--- src/hdl/bram_io_pkg.sv ---
// bus word types, RAM line types, bank geometry and the bank address map

package bram_io_pkg;

   ////////////////////
   // bus widths

   typedef logic [31:0]  wb_adr_t;    // byte address
   typedef logic [63:0]  wb_dat_t;    // one bus word
   typedef logic [7:0]   wb_sel_t;    // byte selects of one word

   // a RAM line holds two bus words
   typedef logic [127:0] line_t;
   typedef logic [15:0]  line_sel_t;  // byte enables over a whole line

   localparam int DAT_BYTES   = 8;
   localparam int OFFSET_BITS = 3;    // byte within a word
   localparam int LANE_BITS   = 1;    // word within a line

   ////////////////////
   // bank geometry

   // 4 KB per bank, 256 lines of 16 bytes
   localparam int BANK_SIZE_LOG2 = 12;
   localparam int LINE_BITS      = 8;
   localparam int NUM_BANK       = 3;

   ////////////////////
   // address map

   // bank 0 sits in the lowest slot
   localparam wb_adr_t [NUM_BANK-1:0] BANK_BASE = {
      32'h0002_0000,
      32'h0001_0000,
      32'h0000_0000
   };

   // banks are spaced 64 KB apart, only the low 4 KB of each window decodes
   localparam wb_adr_t [NUM_BANK-1:0] BANK_MASK = {
      32'hFFFF_F000,
      32'hFFFF_F000,
      32'hFFFF_F000
   };

endpackage

--- src/hdl/io_addr_decoder.sv ---
// address decoder: base/mask match per bank, bank strobes and miss strobe

`timescale 1ns/1ns

module io_addr_decoder (
   input  logic                             wb_cyc_i,
   input  logic                             wb_stb_i,
   input  bram_io_pkg::wb_adr_t             wb_adr_i,
   output logic [bram_io_pkg::NUM_BANK-1:0] bank_stb_o,
   output logic                             miss_stb_o
);

   import bram_io_pkg::*;

   logic                req;
   logic [NUM_BANK-1:0] hit;

   assign req = wb_cyc_i & wb_stb_i;

   ////////////////////
   // match against the map

   always_comb begin
      for (int i = 0; i < NUM_BANK; i++) begin
         hit[i] = (wb_adr_i & BANK_MASK[i]) == BANK_BASE[i];
      end
   end

   assign bank_stb_o = hit & {NUM_BANK{req}};
   assign miss_stb_o = req & ~(|hit);   // strobed but nobody claims it

   ////////////////////
   // checks

   // two banks claiming one request would mean overlapping windows in the map
   always_comb begin
      assert ($onehot0(bank_stb_o))
         else $error("bank strobes not one-hot, address map overlaps at %h", wb_adr_i);
   end

endmodule

--- config.mk ---
export PLATFORM = sky130hd
export DESIGN_NAME = io_addr_decoder
export DESIGN_NICKNAME = d
export VERILOG_FILES = /design/src/hdl/bram_io_pkg.sv /design/src/hdl/io_addr_decoder.sv
export SDC_FILE = /design/constraint.sdc
export NUM_CORES = 1
export LEC_CHECK = 0
export BUFFER_PORTS_ARGS = -buffer_cell sky130_fd_sc_hd__clkbuf_2
export CORE_AREA = 4 4 41 43
export DETAILED_ROUTE_END_ITERATION = 12
export DIE_AREA = 0 0 45 47
export PLACE_DENSITY = 0.48
export SLEW_MARGIN = 25
export SYNTH_ARGS = -nofsm -noshare
export SYNTH_HDL_FRONTEND = slang
export SYNTH_SLANG_ARGS = --single-unit
--- constraint.sdc ---
create_clock -name vclk -period 2.48
set_clock_uncertainty 0.15 [all_clocks]
set_input_delay 0.248 -clock vclk [all_inputs]
set_output_delay 0.248 -clock vclk [all_outputs]
set_load 0.05 [all_outputs]
==> results.rst <==
.. list-table::
   :header-rows: 1

   * - Metric
     - Value
   * - Logic gate share of total power
     - 100.0%
   * - Cell with the largest stage delay on the worst path
     - sky130_fd_sc_hd__clkbuf_2
   * - Max Slew Vio Count
     - 0
   * - Startpoint types
     - input pin
   * - Final cycle utilization of the critical path
     - 72.4%
   * - Post-route ant nets
     - 0
   * - DRC violations left
     - 0
   * - Proportion of layout cells with a drive suffix above 1
     - between 60% and 70%
   * - Antenna diode count
     - 0
   * - Hold Violations, Final
     - 0
   * - Port bufs
     - 26
   * - Die area
     - between 2000 and 2500 um2
   * - Filler cell count in the final layout
     - 159
   * - Net switching component of the power
     - between 0.01 and 0.015 mW
   * - Drt initial violations
     - 3
   * - Nets in the synthesized netlist
     - 50
   * - Largest family of logic cells by synthesized area
     - simple AND/OR/NAND/NOR gates
   * - Slew at the pin with the worst max-slew slack
     - about 0.28 ns
   * - Type of the worst setup path
     - in -> out
   * - Highest cell delay on the worst timing path
     - between 0.3 and 0.4 ns
   * - Global router's overall resource usage
     - under 10%
   * - Pre-CTS setup slack
     - between 0.6 and 0.7 ns
   * - Max-cap check violation count
     - 0
   * - Final weighted congestion of routability-driven global placement
     - ~0.66
   * - Yosys warning total
     - 0
   * - Remaining global-route overflow
     - 0
   * - Width of the die
     - roughly 45 um
   * - Critical path arrival
     - between 1 and 1.5 ns
   * - Length of the first detailed-routing pass in iterations
     - 2
   * - Leak pwr
     - between 0.1 and 0.15 nW
   * - CP required
     - 2.08 ns
   * - Maximum fanout along the worst path
     - 4
   * - Number of I/O pins
     - 38
   * - Die outline height
     - 47 um
   * - Initial Utilization
     - just over 7%
   * - Worst Setup Slack, final
     - approximately 0.7 ns
   * - Buffering stage count on the worst path with inverters included
     - 2
   * - Worst slew slack as a fraction of its limit
     - between 80 and 90%
   * - RSZ-0062 raised after global routing
     - no
   * - Final core occ
     - a little under a fifth
   * - Setup crit end kind
     - output port
   * - Most frequent standard cell in the layout excluding fill and tap cells
     - sky130_fd_sc_hd__clkbuf_2
   * - WL per Instance
     - around 9 um
   * - Final setup violation count
     - 0
   * - Worst min-delay path category
     - in -> out
   * - Post-layout net count
     - 78
   * - Family with the most delay on the worst path
     - simple AND/OR/NAND/NOR gates
   * - Vias in the first global route
     - ~240
   * - Number of clock buffers in the layout
     - 0
   * - Part of the Yosys area used for sequential elements
     - 0%
   * - Via count
     - around 220
   * - Combined flip-flop and latch cell area
     - 0 um2
   * - Detail-routed via count per cell
     - about 3.8
   * - Wire length of the first global-routing pass
     - 862 um
   * - Area growth from synthesis to layout
     - 159%
   * - Peak supply drop
     - ~36 uV
   * - Post-cts sizing count
     - 0
   * - Post-Synthesis Cells
     - 16
   * - Reg power frac
     - 0%
   * - Count of hold buffers inserted by post-cts repair
     - 0
   * - Final total power
     - about 0.027 mW
   * - Post-synthesis simple-gate area fraction
     - 89.3%
   * - Cell area after technology mapping
     - ~94 um2
   * - Routed Wire Length
     - slightly above 500 um
   * - Post-synthesis share of cell area spent on full adders, half adders and majority gates
     - 0%
   * - Total internal power
     - 0.0159 mW
   * - Post-CTS setup buffers
     - 0
   * - Sw Share
     - between 40% and 50%
   * - Std-Cell Core Area
     - roughly 1300 um2
   * - Syn avg cell area
     - about 6 um2
   * - Distinct cells, synth
     - 9
   * - Area fraction in compound gates after synthesis
     - a little over a tenth
   * - Synth Area in XOR/XNOR
     - 0%
   * - Proportion of synthesized area in mux cells
     - 0%
   * - Total number of sequential cells
     - 0
   * - Top library cells by usage in the layout, fill and taps aside
     - 26 x sky130_fd_sc_hd__clkbuf_2, 6 x sky130_fd_sc_hd__nor4_1, 2 x sky130_fd_sc_hd__nand2_1, 2 x sky130_fd_sc_hd__nand2b_1
   * - Run status
     - finished, final reports clean
   * - Clock period minus worst slack
     - approximately 1.8 ns
   * - Final Cell Area
     - about 240 um2
   * - Maximum number of pins on one net before global-route repair
     - 5
   * - Initial antenna violation count
     - 0
   * - CP cell instances
     - clkbuf_2 > nor4_1 > nand3_1 > nor4_1 > clkbuf_2
   * - FMAX
     - ~560 MHz
   * - Placed Instance Area
     - around 240 um2
   * - Number of placement rows
     - 13
   * - Clock network power share
     - 0%
   * - P per Cell Area
     - approximately 110 nW/um2
## cells by family (layout without fill, tap and decap cells)
family,count (synthesis),after routing
AND/OR/NAND/NOR,15,15
AO/OA/AOI/OAI,1,1
buffers and inverters,0,26
## power groups by stage
stage               Combinational (mW)  Sequential, mW  Clock, mW
floorplan                      0.00831               0          0
CTS                             0.0274               0          0
finish                          0.0271               0          0
global route                    0.0305               0          0
global placement                0.0268               0          0
detailed placement              0.0273               0          0
## metrics by stage
step	TNS (ns)	hold slack [ns]	cells
finish	0	0.760	57
global route	0	0.778	57
CTS	0	0.762	57
detailed placement	0	0.761	57
global placement	0	0.761	57
floorplan	-0.288	0.584	16
## cells in the mapped netlist
cell | instances | area [um2]
sky130_fd_sc_hd__nand2b_1 | 2 | 12.5
sky130_fd_sc_hd__nor3_1 | 1 | 5.00
sky130_fd_sc_hd__and2_1 | 1 | 6.26
sky130_fd_sc_hd__nor4_1 | 6 | 37.5
sky130_fd_sc_hd__o311a_1 | 1 | 10.0
sky130_fd_sc_hd__nand3_1 | 1 | 5.00
sky130_fd_sc_hd__nand2_1 | 2 | 7.51
sky130_fd_sc_hd__or3_1 | 1 | 6.26
sky130_fd_sc_hd__nor2_1 | 1 | 3.75
## cell type report
class,instances,area (um2),area share [%]
multi-input combinational,16,93.8,38.7
timing repair buffer,26,130,53.6
tap,15,18.8,7.73
## layer usage
layer	global-route usage, %	part of all wire (%)
met1	6.52	39
met2	10.2	56
met3	0	4.3
met4	0	0
met5	0	0
## path summary, 6_finish.rpt
kind,from,endpoint,cells past startpoint
min,wb_stb_i,miss_stb_o,3
max,wb_adr_i[25],bank_stb_o[1],5
No activity file was read; power rests on OpenSTA's default activity.
