File: src/hdl/bram_io_pkg.sv
// bus word types, RAM line types, bank geometry and the bank address map

package bram_io_pkg;

   ////////////////////
   // bus widths

   typedef logic [31:0]  wb_adr_t;    // byte address
   typedef logic [63:0]  wb_dat_t;    // one bus word
   typedef logic [7:0]   wb_sel_t;    // byte selects of one word

   // a RAM line holds two bus words
   typedef logic [127:0] line_t;
   typedef logic [15:0]  line_sel_t;  // byte enables over a whole line

   localparam int DAT_BYTES   = 8;
   localparam int OFFSET_BITS = 3;    // byte within a word
   localparam int LANE_BITS   = 1;    // word within a line

   ////////////////////
   // bank geometry

   // 4 KB per bank, 256 lines of 16 bytes
   localparam int BANK_SIZE_LOG2 = 12;
   localparam int LINE_BITS      = 8;
   localparam int NUM_BANK       = 3;

   ////////////////////
   // address map

   // bank 0 sits in the lowest slot
   localparam wb_adr_t [NUM_BANK-1:0] BANK_BASE = {
      32'h0002_0000,
      32'h0001_0000,
      32'h0000_0000
   };

   // banks are spaced 64 KB apart, only the low 4 KB of each window decodes
   localparam wb_adr_t [NUM_BANK-1:0] BANK_MASK = {
      32'hFFFF_F000,
      32'hFFFF_F000,
      32'hFFFF_F000
   };

endpackage

File: src/hdl/io_resp_mux.sv
// response collector: ack OR, read data select, error pulse for unmapped addresses

`timescale 1ns/1ns

module io_resp_mux (
   input  logic                             ram_clk,
   input  logic                             rst_i,
   input  logic [bram_io_pkg::NUM_BANK-1:0] bank_ack_i,
   input  bram_io_pkg::wb_dat_t             bank_dat_i [bram_io_pkg::NUM_BANK],
   input  logic                             miss_stb_i,
   output logic                             wb_ack_o,
   output logic                             wb_err_o,
   output bram_io_pkg::wb_dat_t             wb_dat_o
);

   import bram_io_pkg::*;

   assign wb_ack_o = |bank_ack_i;

   // and-or select, zero when nobody answers
   always_comb begin
      wb_dat_o = '0;
      for (int i = 0; i < NUM_BANK; i++) begin
         if (bank_ack_i[i]) begin
            wb_dat_o = wb_dat_o | bank_dat_i[i];
         end
      end
   end

   ////////////////////
   // error response

   always_ff @(posedge ram_clk) begin
      if (rst_i) begin
         wb_err_o <= 1'b0;
      end else begin
         wb_err_o <= miss_stb_i & ~wb_err_o;   // same pulse rule as the banks
      end
   end

   ////////////////////
   // checks

   // a request is either mapped or not, never both
   assert property (@(posedge ram_clk) disable iff (rst_i)
      !(wb_ack_o && wb_err_o))
      else $error("ack and err high together");

   // only one request in flight, so at most one bank may answer
   assert property (@(posedge ram_clk) disable iff (rst_i)
      $onehot0(bank_ack_i))
      else $error("more than one bank acknowledged");

endmodule

File: config.mk
export PLATFORM = sky130hd
export DESIGN_NAME = io_resp_mux
export DESIGN_NICKNAME = d
export VERILOG_FILES = /design/src/hdl/bram_io_pkg.sv /design/src/hdl/io_resp_mux.sv
export SDC_FILE = /design/constraint.sdc
export NUM_CORES = 1
export LEC_CHECK = 0
export BUFFER_PORTS_ARGS = -buffer_cell sky130_fd_sc_hd__buf_2
export CAP_MARGIN = 20
export CORE_AREA = 5 5 99 101
export CTS_CLUSTER_DIAMETER = 200
export DETAILED_ROUTE_END_ITERATION = 10
export DIE_AREA = 0 0 104 106
export PLACE_DENSITY = 0.52
export SLEW_MARGIN = 5
export SYNTH_ARGS = -nofsm -noshare
export SYNTH_HDL_FRONTEND = slang
export SYNTH_SLANG_ARGS = --single-unit
File: constraint.sdc
create_clock -name ram_clk -period 2.3 [get_ports ram_clk]
set_input_delay 0.46 -clock ram_clk [delete_from_list [all_inputs] [get_ports ram_clk]]
set_output_delay 0.46 -clock ram_clk [all_outputs]
set_load 0.1 [all_outputs]
==> results of run 1 <==
-- placed cells by master, fill, tap and decap left out --
cell,n
sky130_fd_sc_hd__inv_1,64
sky130_fd_sc_hd__buf_2,198
sky130_fd_sc_hd__nor3b_1,1
sky130_fd_sc_hd__dfxtp_1,1
sky130_fd_sc_hd__a222oi_1,64
sky130_fd_sc_hd__buf_12,68
sky130_fd_sc_hd__buf_4,2
sky130_fd_sc_hd__or3_1,1
-- report_power, final --
part | internal, mW | switching, mW
registers | 0.0187 | 0.000566
logic | 0.578 | 1.00
clock network | 0 | 0
total | 0.597 | 1.00
-- area by class of cell --
class                      count  share of cell area
inverter                      64              0.0702
multi-input combinational     66               0.191
sequential                     1             0.00585
tap                          111              0.0406
timing repair buffer         268               0.692
-- critical path, stage by stage --
cell                       delay, ns
sky130_fd_sc_hd__buf_2          0.25
sky130_fd_sc_hd__buf_12         0.24
sky130_fd_sc_hd__a222oi_1       0.30
sky130_fd_sc_hd__inv_1          0.13
sky130_fd_sc_hd__buf_12         0.18
-- path summary, 6_finish.rpt --
path	from	to	slack [ns]	cells after the start
max	bank_ack_i[2]	wb_dat_o[0]	0.26	5
min	wb_err_o$_SDFF_PP0_	wb_err_o$_SDFF_PP0_	0.43	1
max reg2reg	wb_err_o$_SDFF_PP0_	wb_err_o$_SDFF_PP0_	1.70	1
min reg2reg	wb_err_o$_SDFF_PP0_	wb_err_o$_SDFF_PP0_	0.43	1
-- logic make-up after synthesis --
kind of cell,synth area share
and+or+nand+nor,0.0124
buffers and inverters,0.393
DFF,0.0180
AOI/OAI and AO/OA,0.577
-- per-stage QoR --
step,power [mW],hold WS (ns)
global placement,1.60,0.397
finish,1.60,0.433
floorplan,0.952,0.536
CTS,1.61,0.443
global route,1.65,0.456
detailed placement,1.61,0.443
-- routing by layer --
layer / wire [µm] / track usage
met1: 2380 / 0.120
met2: 4310 / 0.240
met3: 1040 / 0.0419
met4: 55 / 0.0130
met5: 0 / 0
==> run_results.csv, run 1 <==
group,metric,value,unit
run_status,status,"finished, final reports clean",
setup_path,crit_path_end_kind,"output pin",
timing,final_layout_setup_total_negative_slack,0,ns
layout,finish.net_count,599,
timing,setup_repair_after_global_routing_missed_its_margin,"false",
synth,ys_ff_latch,1,
pwr,leakagePower,1.90,nW
synth,synth.top_cells.by_area,"sky130_fd_sc_hd__a222oi_1 58%, sky130_fd_sc_hd__inv_1 22%, sky130_fd_sc_hd__buf_6 7.1%",
synth,post_synth_instance_area,1110,µm²
synth,synth_top_area_frac,0.577,
synth,synth_async_sr_flop_share,0,
grt,grt_pass1_wl,11400,µm
setup_path,crit_path_max_fanout,31,
clock_network,post_cts_resized,0,
clock_network,clk_latency,0,ns
synth,postSynthNetCount,350,
pwr,vdd.ir_drop.worst,0.225,mV
setup_path,timing.critical_path.from_type,"input pin",
floorplanning,rows,35,
detailed_routing,via_per_inst,4.75,
layout,largest_register_ff_count,1,
clock_network,postCtsSetupRepairBufs,0,
placed_design,placedInstanceArea,3420,µm²
grt,initial_antenna_violation_count,0,
min_path,min-delay-path-class,"reg2reg",
detailed_routing,remaining_drc_errors,0,
placed_design,gpl_wtd_cong,0.848,
clock_network,clk_transition_reported_paths,0,ns
timing,worstMarginPinSlew,0.498,ns
synth,yosys_most_used_dff,"sky130_fd_sc_hd__dfxtp_1",
grt,gr-usage-all-layers,0.119,
layout,multi_input_comb_area,654,µm²
setup_path,crit_arrival,1.58,ns
grt,number_of_global_route_vias_before_repair,2370,
detailed_routing,final_antenna_net_count,0,
job,cap_viol_max_count,0,
timing,clock.fmax,0.489,GHz
layout,layout_top_registers,"wb_err_o (1)",
synth,synth.avg_cell_area,7.31,µm²
detailed_routing,drt_iter0_drc,349,
detailed_routing,finalWirelength,7790,µm
timing,slew_viol_final,0,
clock_network,cts-hold-fix-buffers,0,
timing,finalSetupViolCount,0,
timing,worst_slew_margin_rel,0.668,
floorplanning,chipHeight,106,µm
placed_design,hpwlAfterDp,6680,µm
grt,globalRoute.totalOverflow,0,
floorplanning,horiz_die_dim,104,µm
timing,period_share,0.888,
layout,finish.utilization,0.383,
layout,register_with_the_most_flip_flops,"wb_err_o",
synth,synth.distinct_cells,9,
synth,number_of_enable_type_register_cells_in_the_synthesized_netlist,0,
detailed_routing,avgRoutedWirePerCell,15.3,µm
placed_design,pre_cts_slack,0.249,ns
layout,synthToLayoutAreaGrowth,208,%
layout,finalNonFillerCells,510,
layout,register_area,20.0,µm²
floorplanning,dieArea,11000,µm²
setup_path,cp.required,1.84,ns
layout,antenna-diode-count,0,
placed_design,number_of_placed_cells_counting_well_taps,510,
layout,num-fill-cells,940,
synth,postSynthCellCount,152,
timing,post-route-min-period,2.04,ns
setup_path,path_class,"in2out",
layout,layout.cell_area.non_filler,3420,µm²
timing,setup_ws,0.257,ns
synth,share_of_synthesized_area_occupied_by_flip_flops_and_latches,0.0180,
synth,post-synth-top-area-cell,"sky130_fd_sc_hd__a222oi_1",
detailed_routing,detailroute.via_count,2424,
synth,synth_top_cells_by_count,"64 x sky130_fd_sc_hd__a222oi_1, 64 x sky130_fd_sc_hd__inv_1, 7 x sky130_fd_sc_hd__buf_2, 7 x sky130_fd_sc_hd__buf_6, 5 x sky130_fd_sc_hd__buf_8",
timing,hold_viol_final,0,
pwr,power-per-cell-area,468,nW/µm²
layout,fraction_of_layout_cells_with_a_size_suffix_above_1,0.672,
placed_design,io_buffer_count,263,
floorplanning,core_area,8930,µm²
floorplanning,initial_core_util,0.124,
timing,finClkSkew,0,ns
floorplanning,io_pins,264,
detailed_routing,drt_pass1_iterations,6,
grt,grt_max_degree,66,
synth,synth.yosys.warnings,0,
(Power assumes the default switching activity.)
==> run 2: changes to the inputs <==
--- a/constraint.sdc
+++ b/constraint.sdc
@@ -3,2 +3,2 @@
 set_output_delay 0.46 -clock ram_clk [all_outputs]
-set_load 0.1 [all_outputs]
+set_load 0.005 [all_outputs]
==> run 2 against run 1 <==
Compared with the run above: the flow now finishes with violations (DRC); critical path depth did not move; sequential power barely moved; first-iteration DRC count rose by 0.29%; global-route usage fell by 1.2 points; register-to-register slack improved by 0.07 ns; setup slack got worse by 0.0095 ns; cell area fell by 29%; clock skew did not move; critical endpoint is now wb_dat_o[48].
==> run_results.csv, run 2 (synthesis results as in run 1) <==
group,metric,value,unit
setup_path,cpLargestDelayFamily,"buffers and inverters",
detailed_routing,detailroute.via_count,2367,
grt,globalRoute.totalOverflow,0,
detailed_routing,remaining_drc_errors,11,
layout,fraction_of_layout_cells_with_a_size_suffix_above_1,0.670,
setup_path,critical-path-max-stage-delay,0.36,ns
layout,layout_top_registers,"wb_err_o (1)",
setup_path,path_class,"in2out",
setup_path,path_cells,"buf_2, buf_12, a222oi_1, inv_1, buf_2",
run_status,violated_checks,"DRC",
floorplanning,core_area,8930,µm²
placed_design,hpwlAfterDp,6040,µm
setup_path,crit_slowest_cell,"sky130_fd_sc_hd__a222oi_1",
layout,final_common_cell,"sky130_fd_sc_hd__buf_2",
floorplanning,horiz_die_dim,104,µm
timing,final_layout_setup_total_negative_slack,0,ns
layout,finalNonFillerCells,508,
grt,number_of_global_route_vias_before_repair,2283,
layout,synthToLayoutAreaGrowth,119,%
job,cap_viol_max_count,0,
clock_network,clk_transition_reported_paths,0,ns
setup_path,cp.required,1.84,ns
placed_design,io_buffer_count,263,
detailed_routing,drt_iter0_drc,350,
setup_path,cpMostUsedCell,"sky130_fd_sc_hd__buf_2",
setup_path,crit_arrival,1.59,ns
placed_design,gpl_wtd_cong,0.832,
floorplanning,io_pins,264,
placed_design,pre_cts_slack,0.0522,ns
timing,setup_ws,0.247,ns
setup_path,crit_path_max_fanout,36,
layout,antenna-diode-count,0,
timing,worst_slew_margin_rel,0.622,
min_path,min-delay-path-class,"reg2reg",
timing,finClkSkew,0,ns
layout,finish.net_count,597,
grt,initial_antenna_violation_count,0,
detailed_routing,avgRoutedWirePerCell,14.2,µm
grt,grt_pass1_wl,10500,µm
floorplanning,dieArea,11000,µm²
grt,grt_max_degree,66,
layout,largest_register_ff_count,1,
timing,slew_viol_final,0,
timing,hold_viol_final,0,
timing,clock.fmax,0.487,GHz
timing,post-route-min-period,2.05,ns
pwr,leakagePower,1.50,nW
setup_path,worstPathBufferInverterCount,4,
detailed_routing,drt_pass1_iterations,11,
clock_network,cts-hold-fix-buffers,0,
setup_path,crit_path_end_kind,"output pin",
pwr,power-per-cell-area,198,nW/µm²
floorplanning,rows,35,
clock_network,postCtsSetupRepairBufs,0,
detailed_routing,finalWirelength,7230,µm
clock_network,clk_latency,0,ns
floorplanning,initial_core_util,0.124,
timing,finalSetupViolCount,0,
timing,hold_ws,0.400,ns
timing,worstMarginPinSlew,0.566,ns
grt,gr-usage-all-layers,0.108,
pwr,vdd.ir_drop.worst,0.103,mV
layout,register_with_the_most_flip_flops,"wb_err_o",
timing,setup_repair_after_global_routing_missed_its_margin,"false",
placed_design,number_of_placed_cells_counting_well_taps,507,
layout,most-common-layout-cells,"263 x sky130_fd_sc_hd__buf_2, 64 x sky130_fd_sc_hd__a222oi_1, 64 x sky130_fd_sc_hd__inv_1",
setup_path,timing.critical_path.from_type,"input pin",
clock_network,post_cts_resized,0,
timing,period_share,0.893,
floorplanning,chipHeight,106,µm
detailed_routing,via_per_inst,4.66,
run_status,status,"finished, violations left",
detailed_routing,final_antenna_net_count,0,
-- run 2: changes by cell type in the layout (fill, tap and decap cells not counted), sizes merged --
| cell | change |
|---|---|
| buf | -2 |
-- run 2: final timing paths --
| check | cells after the start | slack [ns] | start | end |
|---|---|---|---|---|
| min | 1 | 0.40 | wb_err_o$_SDFF_PP0_ | wb_err_o$_SDFF_PP0_ |
| min reg2reg | 1 | 0.40 | wb_err_o$_SDFF_PP0_ | wb_err_o$_SDFF_PP0_ |
| max | 5 | 0.25 | bank_ack_i[0] | wb_dat_o[48] |
| max reg2reg | 1 | 1.77 | wb_err_o$_SDFF_PP0_ | wb_err_o$_SDFF_PP0_ |
-- run 2: area by class of cell --
| type | instances | area, µm² |
|---|---|---|
| well taps | 111 | 139 |
| multi-input cells | 66 | 654 |
| flip-flops and latches | 1 | 20.0 |
| inverters | 64 | 240 |
| repair buffers | 266 | 1380 |
| fillers | 991 | 6500 |
-- run 2: metal layers --
layer | vias up | GRT usage | wire length [µm]
li1 | 1119 | - | -
met1 | 1057 | 0.114 | 2400
met2 | 177 | 0.216 | 3900
met3 | 14 | 0.0255 | 819
met4 | 0 | 0.0167 | 108
met5 | - | 0 | 0
-- run 2: metrics by stage --
step | power (mW) | cell area (µm²) | utilization
floorplan | 0.218 | 1110 | -
global placement | 0.473 | 2410 | 0.270
detailed placement | 0.480 | 2410 | 0.270
CTS | 0.481 | 2410 | 0.270
global route | 0.528 | 2430 | 0.272
finish | 0.480 | 2430 | 0.272
-- run 2: power by group --
group | total [mW] | switching [mW] | internal [mW]
logic | 0.461 | 0.197 | 0.264
clock network | 0 | 0 | 0
registers | 0.0191 | 0.000394 | 0.0187
==> run 3: changes to the inputs <==
Settings changed: CORE_AREA 5 5 99 101 to 5 5 100 102, DIE_AREA 0 0 104 106 to 0 0 105 107, PLACE_DENSITY 0.52 to 0.51.
Clock period 2.3 ns to 2 ns, I/O delays scaled along.
==> run 3 against run 2 <==
Compared with the run above: register-to-register slack got worse by 0.32 ns; global-route usage is 0.72 points higher; critical path depth stayed put; setup slack worse by 0.00083 ns; sequential power up 16%; the flow now finishes without violations.
==> run_results.csv, run 3 (synthesis results as in run 1) <==
group,metric,value,unit
floorplanning,chipHeight,107,µm
clock_network,cts-hold-fix-buffers,0,
run_status,status,"finished, final reports clean",
layout,most-common-layout-cells,"263 x sky130_fd_sc_hd__buf_2, 64 x sky130_fd_sc_hd__a222oi_1, 64 x sky130_fd_sc_hd__inv_1",
job,cap_viol_max_count,0,
timing,worst_slew_margin_rel,0.749,
placed_design,number_of_placed_cells_counting_well_taps,508,
pwr,power-per-cell-area,231,nW/µm²
setup_path,crit_arrival,1.35,ns
clock_network,clk_latency,0,ns
clock_network,postCtsSetupRepairBufs,0,
detailed_routing,final_antenna_net_count,0,
timing,hold_ws,0.415,ns
detailed_routing,avgRoutedWirePerCell,15.5,µm
layout,largest_register_ff_count,1,
placed_design,hpwlAfterDp,6400,µm
grt,grt_pass1_wl,10900,µm
clock_network,post_cts_resized,0,
layout,finish.utilization,0.270,
setup_path,worst-r2r-setup-slack,1.45,ns
pwr,vdd.ir_drop.worst,0.123,mV
timing,post-route-min-period,1.75,ns
min_path,min_delay_worst_endpoint,"wb_err_o$_SDFF_PP0_",
grt,globalRoute.totalOverflow,0,
layout,num-fill-cells,1023,
timing,hold_viol_final,0,
floorplanning,core_area,9020,µm²
grt,number_of_global_route_vias_before_repair,2192,
setup_path,timing.rr.end,"wb_err_o$_SDFF_PP0_",
grt,grt_max_degree,66,
detailed_routing,finalWirelength,7880,µm
layout,finish.net_count,597,
min_path,hold_path_startpoint,"wb_err_o$_SDFF_PP0_",
timing,slew_viol_final,0,
timing,setup_repair_after_global_routing_missed_its_margin,"false",
pwr,leakagePower,1.50,nW
clock_network,clk_transition_reported_paths,0,ns
detailed_routing,drt_pass1_iterations,7,
floorplanning,rows,35,
layout,register_area,20.0,µm²
timing,clock.fmax,0.570,GHz
detailed_routing,detailroute.via_count,2421,
setup_path,timing.critical_path.from_type,"input pin",
timing,finClkSkew,0,ns
timing,final_layout_setup_total_negative_slack,0,ns
layout,synthToLayoutAreaGrowth,119,%
setup_path,startpoint_of_the_lowest_slack_register_to_register_path,"wb_err_o$_SDFF_PP0_",
layout,layout_top_registers,"wb_err_o (1)",
timing,worstMarginPinSlew,0.376,ns
timing,finalSetupViolCount,0,
layout,fraction_of_layout_cells_with_a_size_suffix_above_1,0.670,
setup_path,path_class,"in2out",
min_path,hold_depth,1,
setup_path,worst_r2r_path_depth,1,
detailed_routing,remaining_drc_errors,0,
detailed_routing,drt_iter0_drc,413,
timing,period_share,0.877,
grt,gr-usage-all-layers,0.115,
layout,finalNonFillerCells,509,
layout,register_with_the_most_flip_flops,"wb_err_o",
floorplanning,dieArea,11200,µm²
floorplanning,initial_core_util,0.123,
layout,multi_input_comb_area,654,µm²
floorplanning,horiz_die_dim,105,µm
setup_path,cp.required,1.60,ns
floorplanning,io_pins,264,
setup_path,crit_path_max_fanout,65,
setup_path,crit_path_end_kind,"output pin",
detailed_routing,via_per_inst,4.76,
layout,final_common_cell,"sky130_fd_sc_hd__buf_2",
min_path,min-delay-path-class,"reg2reg",
grt,initial_antenna_violation_count,1,
placed_design,io_buffer_count,263,
placed_design,gpl_wtd_cong,0.879,
[run 3: cell types whose count changed in the layout (fill, tap and decap cells not counted)]
cell                      delta
sky130_fd_sc_hd__diode_2     +1
[run 3: metal layers]
| metal | part of all wire | up-vias | wire [µm] | GRT usage |
|---|---|---|---|---|
| met5 | 0 | - | 0 | 0 |
| met4 | 0.0043 | 0 | 34 | 0.00548 |
| met3 | 0.12 | 6 | 978 | 0.0301 |
| met2 | 0.54 | 175 | 4240 | 0.230 |
| met1 | 0.33 | 1119 | 2620 | 0.125 |
| li1 | - | 1121 | - | - |
[run 3: area by class of cell]
cell class	instances	share of cell area
antenna	1	0.00103
inverter	64	0.0988
multi-input combinational	66	0.269
sequential	1	0.00823
tap	111	0.0571
timing repair buffer	266	0.566
[run 3: metrics by stage]
step / instance area (µm²) / power [mW] / setup slack, ns
2_1_floorplan: 1110 / 0.250 / 0.580
3_3_place_gp: 2430 / 0.559 / 0.331
3_5_place_dp: 2430 / 0.564 / 0.292
4_1_cts: 2430 / 0.565 / 0.290
5_1_grt: 2430 / 0.617 / 0.213
6_report: 2430 / 0.563 / 0.246
[run 3: critical path, cell delays in order]
cell and delay (ns):
sky130_fd_sc_hd__buf_2 0.11, sky130_fd_sc_hd__buf_12 0.19, sky130_fd_sc_hd__a222oi_1 0.43, sky130_fd_sc_hd__inv_1 0.06
sky130_fd_sc_hd__buf_2 0.13
[run 3: worst max path at each step]
| stage | slack [ns] | start | cells after the start | to |
|---|---|---|---|---|
| final | 0.25 | bank_ack_i[0] | 5 | wb_dat_o[48] |
| after global routing | 0.21 | bank_ack_i[0] | 5 | wb_dat_o[14] |
| after CTS | 0.29 | bank_ack_i[0] | 5 | wb_dat_o[14] |
| after detailed placement | 0.29 | bank_ack_i[0] | 5 | wb_dat_o[48] |
| after global placement | 0.33 | bank_ack_i[0] | 5 | wb_dat_o[34] |
| after floorplan | 0.58 | bank_ack_i[0] | 4 | wb_dat_o[53] |
[run 3: power by group]
part	switching, mW	internal [mW]	total [mW]
Sequential	0.000568	0.0215	0.0221
Combinational	0.237	0.304	0.541
Clock	0	0.0000000670	0.0000000670
Total	0.237	0.326	0.563
